`src/hdl/ethSwitchPkg.sv`:
```
//##########################################################
// Ethernet switch address path definitions
// Port roles, FPGA MAC address fields, widths and the
// structs shared by the parsers, deciders and control
//##########################################################

package ethSwitchPkg;

  localparam int NumPorts = 4;                 // All ports run on RxClk

  // Port roles, fixed by board wiring
  localparam int PortEth1 = 0;
  localparam int PortEth2 = 1;
  localparam int PortPs   = 2;                 // Processor side
  localparam int PortRt   = 3;                 // Real-time side

  typedef logic [7:0]          byteT;
  typedef logic [47:0]         macT;
  typedef logic [3:0]          boardIdT;
  typedef logic [NumPorts-1:0] portMaskT;      // Bit i is port i
  typedef logic [15:0]         boardMaskT;     // Bit b is board id b

  localparam macT BroadcastMac = '1;

  // FPGA MAC is company id, 16-bit interface field, board id in low byte
  localparam logic [23:0] CompanyId      = 24'hFA610E;
  localparam logic [23:0] CompanyIdMcast = CompanyId | 24'h010000;  // Group bit
  localparam logic [15:0] PsMid          = 16'h0300;
  localparam logic [15:0] RtMid          = 16'h1394;

  localparam byteT SfdByte     = 8'hD5;        // Start of frame delimiter
  localparam int   HeaderBytes = 14;           // Dest MAC, src MAC, type

  typedef struct packed {
    logic valid;
    byteT data;
  } rxByteT;

  typedef struct packed {
    macT destMac;
    macT srcMac;
  } hdrInfoT;

  typedef struct packed {
    macT       [1:0] hostMac;                  // Index PortEth1, PortEth2
    boardMaskT [1:0] ethAction;                // Boards forwarded per Eth port
  } fwdTableT;

  typedef enum logic [1:0] {
    RxIdle,
    RxHeader,
    RxData
  } rxStateT;

endpackage

```
`src/hdl/rxHeaderParser.sv`:
```
//##########################################################
// Receive header parser for one switch port
// Finds the start of frame byte and captures the MAC part
// of the 14-byte header, then strobes hdrValid once
//##########################################################

module rxHeaderParser import ethSwitchPkg::*; (
  input  logic    RxClk,
  input  logic    arstN,
  input  rxByteT  rx,
  output logic    hdrValid,
  output hdrInfoT hdr
);

  // Dest and src MAC come first, type bytes are skipped
  localparam int MacBytes = $bits(hdrInfoT) / 8;

  rxByteT     rxQ;                             // Input flop on the port pins
  rxStateT    state;
  logic [3:0] byteCnt;                         // Header byte index
  hdrInfoT    hdrShift;                        // MAC bytes as they arrive
  logic       lastByte;

  // 14th header byte present in the input flop
  assign lastByte = (state == RxHeader) && rxQ.valid &&
                    (byteCnt == 4'(HeaderBytes - 1));

  always_ff @(posedge RxClk or negedge arstN) begin
    if (!arstN) begin
      rxQ      <= '0;
      state    <= RxIdle;
      byteCnt  <= '0;
      hdrValid <= 1'b0;
    end else begin
      rxQ      <= rx;
      hdrValid <= 1'b0;                        // Single cycle strobe
      case (state)
        RxIdle: begin
          byteCnt <= '0;
          // Preamble bytes pass without checks
          if (rxQ.valid && (rxQ.data == SfdByte)) begin
            state <= RxHeader;
          end
        end
        RxHeader: begin
          if (!rxQ.valid) begin
            state <= RxIdle;                   // Header cut short, no strobe
          end else begin
            byteCnt <= byteCnt + 4'd1;
            if (lastByte) begin
              hdrValid <= 1'b1;
              state    <= RxData;
            end
          end
        end
        RxData: begin
          if (!rxQ.valid) begin
            state <= RxIdle;                   // End of frame
          end
        end
        default: state <= RxIdle;
      endcase
    end
  end

  // Header capture
  always_ff @(posedge RxClk) begin
    if ((state == RxHeader) && rxQ.valid && (byteCnt < 4'(MacBytes))) begin
      hdrShift <= {hdrShift[$bits(hdrInfoT)-9:0], rxQ.data};  // First byte ends up on top
    end
    if (lastByte) begin
      hdr <= hdrShift;                         // Held until the next header completes
    end
  end

endmodule

```
`src/hdl/fwdDecide.sv`:
```
//##########################################################
// Out-port decision for one in-port
// Matches the destination MAC against broadcast, FPGA
// multicast, primary addresses and learned FPGA boards
//##########################################################

module fwdDecide import ethSwitchPkg::*; #(
  parameter int InPort = 0
) (
  input  hdrInfoT  hdr,
  input  fwdTableT fwdTable,
  input  boardIdT  boardId,
  input  portMaskT portActive,
  output portMaskT mask
);

  macT      [NumPorts-1:0] primary;            // Primary address per out-port
  portMaskT                primMatch;
  portMaskT                fpgaMatch;          // Only Eth bits can be set
  logic                    isBcast;
  logic                    isMcast;
  logic                    isFpgaDest;
  logic                    noMatch;

  // Hosts are learned, FPGA interfaces follow the board id
  assign primary[PortEth1] = fwdTable.hostMac[PortEth1];
  assign primary[PortEth2] = fwdTable.hostMac[PortEth2];
  assign primary[PortPs]   = {CompanyId, PsMid, 4'd0, boardId};
  assign primary[PortRt]   = {CompanyId, RtMid, 4'd0, boardId};

  assign isBcast    = (hdr.destMac == BroadcastMac);
  // Any middle field is accepted for the FPGA multicast
  assign isMcast    = (hdr.destMac[47:24] == CompanyIdMcast) && (hdr.destMac[7:0] == 8'hFF);
  assign isFpgaDest = (hdr.destMac[47:24] == CompanyId);

  always_comb begin
    for (int p = 0; p < NumPorts; p++) begin
      primMatch[p] = (p != InPort) && (hdr.destMac == primary[p]);  // Own port never matches
    end
  end

  // Board bit taken from the low nibble of the destination
  assign fpgaMatch[PortEth1] = isFpgaDest && fwdTable.ethAction[PortEth1][hdr.destMac[3:0]];
  assign fpgaMatch[PortEth2] = isFpgaDest && fwdTable.ethAction[PortEth2][hdr.destMac[3:0]];
  assign fpgaMatch[PortPs]   = 1'b0;
  assign fpgaMatch[PortRt]   = 1'b0;

  // Unknown destination, flooded to the host ports
  assign noMatch = !(|primMatch) && !(|fpgaMatch);

  always_comb begin
    for (int p = 0; p < NumPorts; p++) begin
      logic hit;
      hit = isBcast || isMcast || primMatch[p];
      if ((p == PortEth1) || (p == PortEth2)) begin
        hit = hit || fpgaMatch[p] || noMatch;  // Eth ports also take FPGA and unknown traffic
      end
      mask[p] = hit && portActive[p] && (p != InPort);
    end
  end

endmodule

```
`src/hdl/fwdControl.sv`:
```
//##########################################################
// Forwarding control
// Learns host and FPGA addresses on Eth1 and Eth2, builds
// the forwarding table and registers the decision strobes
//##########################################################

module fwdControl import ethSwitchPkg::*; (
  input  logic                    RxClk,
  input  logic                    arstN,
  input  boardIdT                 boardId,
  input  portMaskT                portActive,
  input  portMaskT                hdrValid,
  input  hdrInfoT  [NumPorts-1:0] hdrs,
  input  portMaskT [NumPorts-1:0] masks,
  output fwdTableT                fwdTable,
  output portMaskT                fwdValid,
  output portMaskT [NumPorts-1:0] fwdMask
);

  macT       [1:0] hostMac;                    // Last source seen per Eth port
  boardMaskT [1:0] learned;                    // FPGA boards reachable per Eth port
  boardMaskT       ownBoard;
  boardMaskT       unclaimed;

  // Decision registers, one strobe per in-port
  always_ff @(posedge RxClk or negedge arstN) begin
    if (!arstN) begin
      fwdValid <= '0;
      fwdMask  <= '0;
    end else begin
      fwdValid <= hdrValid;
      for (int p = 0; p < NumPorts; p++) begin
        if (hdrValid[p]) begin
          fwdMask[p] <= masks[p];              // Held until the next strobe
        end
      end
    end
  end

  // Learning, same edge as the fwdValid rise
  always_ff @(posedge RxClk or negedge arstN) begin
    if (!arstN) begin
      hostMac <= {BroadcastMac, BroadcastMac};
      learned <= '0;
    end else begin
      for (int e = PortEth1; e <= PortEth2; e++) begin
        if (!portActive[e]) begin
          // Link down forgets everything behind the port
          hostMac[e] <= BroadcastMac;
          learned[e] <= '0;
        end else if (hdrValid[e]) begin
          hostMac[e] <= hdrs[e].srcMac;
          if (hdrs[e].srcMac[47:24] == CompanyId) begin
            learned[e][hdrs[e].srcMac[3:0]] <= 1'b1;  // Either interface field counts
          end
        end
      end
    end
  end

  assign ownBoard  = boardMaskT'(1) << boardId;
  // Boards not seen anywhere go out both Eth ports, except this board
  assign unclaimed = ~(learned[PortEth1] | learned[PortEth2] | ownBoard);

  assign fwdTable.hostMac              = hostMac;
  assign fwdTable.ethAction[PortEth1]  = learned[PortEth1] | unclaimed;
  assign fwdTable.ethAction[PortEth2]  = learned[PortEth2] | unclaimed;

endmodule

```
`src/hdl/ethSwitchTop.sv`:
```
//##########################################################
// Four-port Ethernet switch address path
// Per-port header parsers and deciders around the shared
// learning and decision control
//##########################################################

module ethSwitchTop import ethSwitchPkg::*; (
  input  logic                    RxClk,
  input  logic                    arstN,
  input  rxByteT   [NumPorts-1:0] rx,
  input  portMaskT                portActive,
  input  boardIdT                 boardId,
  output portMaskT                fwdValid,
  output portMaskT [NumPorts-1:0] fwdMask
);

  portMaskT                hdrValid;           // Header strobe per in-port
  hdrInfoT  [NumPorts-1:0] hdrs;
  portMaskT [NumPorts-1:0] masks;              // Combinational decisions
  fwdTableT                fwdTable;

  for (genvar p = 0; p < NumPorts; p++) begin : gPort

    rxHeaderParser i_rxHeaderParser (
      .RxClk    (RxClk),
      .arstN    (arstN),
      .rx       (rx[p]),
      .hdrValid (hdrValid[p]),
      .hdr      (hdrs[p])
    );

    // Port role comes from the index
    fwdDecide #(
      .InPort (p)
    ) i_fwdDecide (
      .hdr        (hdrs[p]),
      .fwdTable   (fwdTable),
      .boardId    (boardId),
      .portActive (portActive),
      .mask       (masks[p])
    );

  end

  fwdControl i_fwdControl (
    .RxClk      (RxClk),
    .arstN      (arstN),
    .boardId    (boardId),
    .portActive (portActive),
    .hdrValid   (hdrValid),
    .hdrs       (hdrs),
    .masks      (masks),
    .fwdTable   (fwdTable),
    .fwdValid   (fwdValid),
    .fwdMask    (fwdMask)
  );

endmodule

```
`config.mk`:
```
export PLATFORM = sky130hd
export DESIGN_NAME = ethSwitchTop
export DESIGN_NICKNAME = d
export VERILOG_FILES = /design/src/hdl/ethSwitchPkg.sv /design/src/hdl/rxHeaderParser.sv /design/src/hdl/fwdDecide.sv /design/src/hdl/fwdControl.sv /design/src/hdl/ethSwitchTop.sv
export SDC_FILE = /design/constraint.sdc
export NUM_CORES = 1
export LEC_CHECK = 0
export BUFFER_PORTS_ARGS = -buffer_cell sky130_fd_sc_hd__buf_2
export CAP_MARGIN = 20
export CORE_MARGIN = 2
export CORE_UTILIZATION = 62
export CTS_BUF_LIST = sky130_fd_sc_hd__clkbuf_16
export CTS_CLUSTER_SIZE = 28
export DETAILED_ROUTE_END_ITERATION = 8
export GPL_TIMING_DRIVEN = 0
export PLACE_DENSITY = 0.76
export SLEW_MARGIN = 20
export SYNTH_ARGS = -nofsm -noshare
export SYNTH_HDL_FRONTEND = slang
export SYNTH_SLANG_ARGS = --single-unit
export TNS_END_PERCENT = 10
```
`constraint.sdc`:
```
create_clock -name RxClk -period 8 [get_ports RxClk]
set_clock_uncertainty 0.15 [all_clocks]
set_input_delay 1.2 -clock RxClk [delete_from_list [all_inputs] [get_ports RxClk]]
set_output_delay 1.2 -clock RxClk [all_outputs]
set_load 0.02 [all_outputs]
```
==> summary.txt <==
Worst setup path
  – Top Family by Delay on Critical Path: simple AND/OR/NAND/NOR gates
  – WS Path Type: reg2reg
  – CP startpoint: gPort[1].i_rxHeaderParser.hdrValid
  – CP peak stage delay: 0.68 ns
  – Worst Reg2Reg Path Length in Cells: 8
  – Reg2reg start: gPort[1].i_rxHeaderParser.hdrValid
  – Critical Path Source Type: flip-flop
  – Worst R2R End: i_fwdControl.learned[29]
  – R2r setup slk: 4.43 ns
  – Crit path required time: 8.41 ns
  – Crit. End Element: flip-flop
  – Most used cell, CP: nand3_1
  – Data arrival, critical path: 3.98 ns
  – Slowest cell on the critical path: nor3b_1
  – Critical path, cell by cell: clkbuf_1 -> nor2b_1 -> nand4_1 -> nor4b_1 -> nand3_1 -> nor3b_1 -> nand3_1 -> a21boi_0
  – WP depth: 8
  – End of the critical path: i_fwdControl.learned[29]
  – Critical path buffers and inverters: 1
  – Worst Path Max Fanout: 10

Clock tree
  – Root buf cell: clkbuf_16
  – CTS clk-pin slew, worst paths: 0.07 ns
  – TritonCTS clock tree: done
  – Hold Buf Count CTS: 0
  – Longest Clk Path Bufs: 3
  – Post-CTS sizing: 0
  – Setup Fix Bufs, Post-CTS: 0
  – Num Clock Sinks: between 800 and 900
  – Worst-Skew Late Latency: 0.65 ns
  – H-tree levels: 3
  – TritonCTS Buffers: 85

Synth
  – Cell count after synthesis: 2159
  – Avg Inst Size Synth: 16.0 µm²
  – Synth warnings: 0
  – Post-synth EDFFs: 672
  – Post-synth cell types: 74
  – Largest area contributor in the netlist: edfxtp_1
  – Most common flop cell mapped by yosys: edfxtp_1
  – Post-Synthesis Cell Area: 34500 µm²
  – Part of the Yosys area used for sequential elements: between 70 and 80%
  – Post-synth top area share: around three fifths
  – Synth area leaders: edfxtp_1 (58%), dfrtp_1 (8.1%), dfstp_2 (7.3%), xor2_1 (6.1%), mux2i_1 (3.3%)
  – Async set or reset register ratio after synthesis: 23.6%
  – Yosys reg bits: 880

Routing
  – Drt drc: 0
  – Drt initial violations: roughly 3000
  – Drt total wl: 102000 µm
  – Drt first pass iters: 5
  – Vias per inst: 6.49
  – Routed len/inst: 32.3 µm
  – Routed via count: 20500
  – Number of routed nets with antenna violations: 0

Floorplan
  – Die ar.: 57600 µm²
  – Core Box Area: around 55000 µm²
  – Die Y: 240 µm
  – Ports: 66
  – Rows: 86
  – Die Wd: 240 µm
  – Initial Util: 62.7%

Power
  – Reg power frac: 54.6%
  – Max VDD drop: about 280 µV
  – Combinational power share: 1.2%
  – Leak pwr: around 13 nW
  – Clock share of power: between 40% and 50%
  – P_int: 7.10 mW
  – Power density cells: 227 nW/µm²
  – Switching power: 1.85 mW
  – Switching share of power: around a fifth

STA
  – Final Hold Fails: 0
  – Unrepaired setup endpoints after global routing: no
  – Slew Limit Headroom: 17.9%
  – PnR worst setup slack: 4.43 ns
  – Fin crit share: 44.6%
  – FMAX: 0.280 GHz
  – Setup TNS: 0 ns
  – Final setup vio count: 0
  – Max-slew violation count: 0
  – Slew @ Worst Pin: 1.23 ns
  – Minimum clock period: roughly 3.6 ns

Outcome
  – Status: completed

Global routing
  – Largest net degree at the start of global routing: 92
  – Total track usage: a little over a third
  – First-pass GRT wire length: approximately 140000 µm
  – Initial antenna violation count: 3
  – Grt ovf: 0
  – Vias in the first global route: 20200

Placement
  – Hpwl dp: roughly 73000 µm
  – Buffers on Ports: 61
  – Dpl ws: 3.93 ns
  – Placed inst area: 36600 µm²
  – GPL Wtd Cong: about 1.0
  – Placed insts: 3000

Final layout
  – Nets: 2393
  – Design Area, Final: 39400 µm²
  – Core Util, Final: a little under three quarters
  – N_diodes: 0
  – Share of cells above drive strength 1: 15.6%
  – Layout overhead on the synthesized area: 14.0%
  – Post-Layout Cell Count: 3159

Run
  – Max-cap violations: 0

Hold path
  – Min-Delay Path Class: reg2reg
## cells in the final DEF, fill, tap and decap left out, drive strengths merged, types with 32 or more instances in the layout
cell type and count:
nor2b 33, nand3 33, mux2i 113, nor4 91, nand4 81, xnor2 64, xor2 240, nor3 39
dfstp 96, nand2 134, edfxtp 672, nor2 50, clkbuf 132, a21oi 53, inv 70, clkinv 32
dfrtp 112, buf 112
## metal layers
layer  routed length [µm]  global-route usage, %
met2                47100                   56.0
met4                 5110                   16.4
met1                40700                   51.5
met3                 9190                   6.30
met5                    9                      0
## per-stage QoR
step / power [mW] / hold WS [ns]
2_1_floorplan: 5.02 / 0.202
3_3_place_gp: 5.08 / 0.228
3_5_place_dp: 5.09 / 0.225
4_1_cts: 8.99 / 0.248
5_1_grt: 9.16 / 0.248
6_report: 8.95 / 0.244
## registers in the layout, indices dropped and copies added, names as in the netlist
name,count
gPort.i_rxHeaderParser.byteCnt,16
gPort.i_rxHeaderParser.hdr,288
gPort.i_rxHeaderParser.hdrShift,384
gPort.i_rxHeaderParser.hdrValid,4
gPort.i_rxHeaderParser.rxQ,36
gPort.i_rxHeaderParser.state,8
i_fwdControl.fwdMask,12
i_fwdControl.fwdTable,96
i_fwdControl.fwdValid,4
i_fwdControl.learned,32
## cells in the mapped netlist, drive strengths merged (14+ instances only)
cell type and instances:
a21oi 53, buf 22, clkbuf 44, dfrtp 112, dfstp 96, edfxtp 672
inv 43, mux2i 113, mux4 20, nand2 134, nand2b 19, nand3 33
nand4 81, nor2 50, nor2b 33, nor3 39, nor4 91, o21ai 14
xnor2 64, xor2 240
## cell families (layout without fill, tap and decap cells)
logic type | after synthesis | in the layout | share of synthesized area, %
mux | 137 | 137 | 4.72
simple gates | 553 | 553 | 8.90
flops | 880 | 880 | 73.9
compound gates | 166 | 166 | 3.22
buf+inv | 110 | 359 | 1.29
xor+xnor | 304 | 304 | 7.71
other cells | 1 | 4 | 0.0109
fa+ha+maj | 8 | 8 | 0.290
## worst min path at each step
| stage | slack, ns | cells past startpoint | to | start |
|---|---|---|---|---|
| 6_report | 0.24 | 0 | gPort[2].i_rxHeaderParser.hdr[90] | gPort[2].i_rxHeaderParser.hdrShift[90] |
| 5_1_grt | 0.25 | 0 | gPort[2].i_rxHeaderParser.hdrShift[24] | gPort[2].i_rxHeaderParser.hdrShift[16] |
| 4_1_cts | 0.25 | 0 | i_fwdControl.fwdValid[0] | gPort[0].i_rxHeaderParser.hdrValid |
| 3_5_place_dp | 0.22 | 0 | i_fwdControl.fwdValid[0] | gPort[0].i_rxHeaderParser.hdrValid |
| 3_3_place_gp | 0.23 | 0 | i_fwdControl.fwdValid[0] | gPort[0].i_rxHeaderParser.hdrValid |
| 2_1_floorplan | 0.20 | 0 | i_fwdControl.fwdValid[0] | gPort[0].i_rxHeaderParser.hdrValid |
## power by group through the flow
stage | Sequential [mW] | Clock, mW | Combinational, mW
3_5_place_dp | 4.98 | 0 | 0.106
2_1_floorplan | 4.98 | 0 | 0.0428
6_report | 4.89 | 3.95 | 0.109
3_3_place_gp | 4.98 | 0 | 0.0987
5_1_grt | 4.89 | 4.15 | 0.116
4_1_cts | 4.89 | 3.99 | 0.108
## worst register-to-register path, cell delays in order (launching register included)
cell	delay (ns)
dfrtp_1	0.43
clkbuf_1	0.63
nor2b_1	0.27
nand4_1	0.18
nor4b_1	0.32
nand3_1	0.42
nor3b_1	0.68
nand3_1	0.19
a21boi_0	0.22
## cell type report
cell class                      count  area (µm²)
Sequential cell                   880       25500
Clock inverter                     71         557
Buffer                             66         279
Tap cell                          748         936
Inverter                           44         165
Multi-Input combinational cell   1172        8680
Fill cell                        3419       15700
Timing Repair Buffer               90        1050
Clock buffer                       88        2200
(Power assumes the default switching activity.)
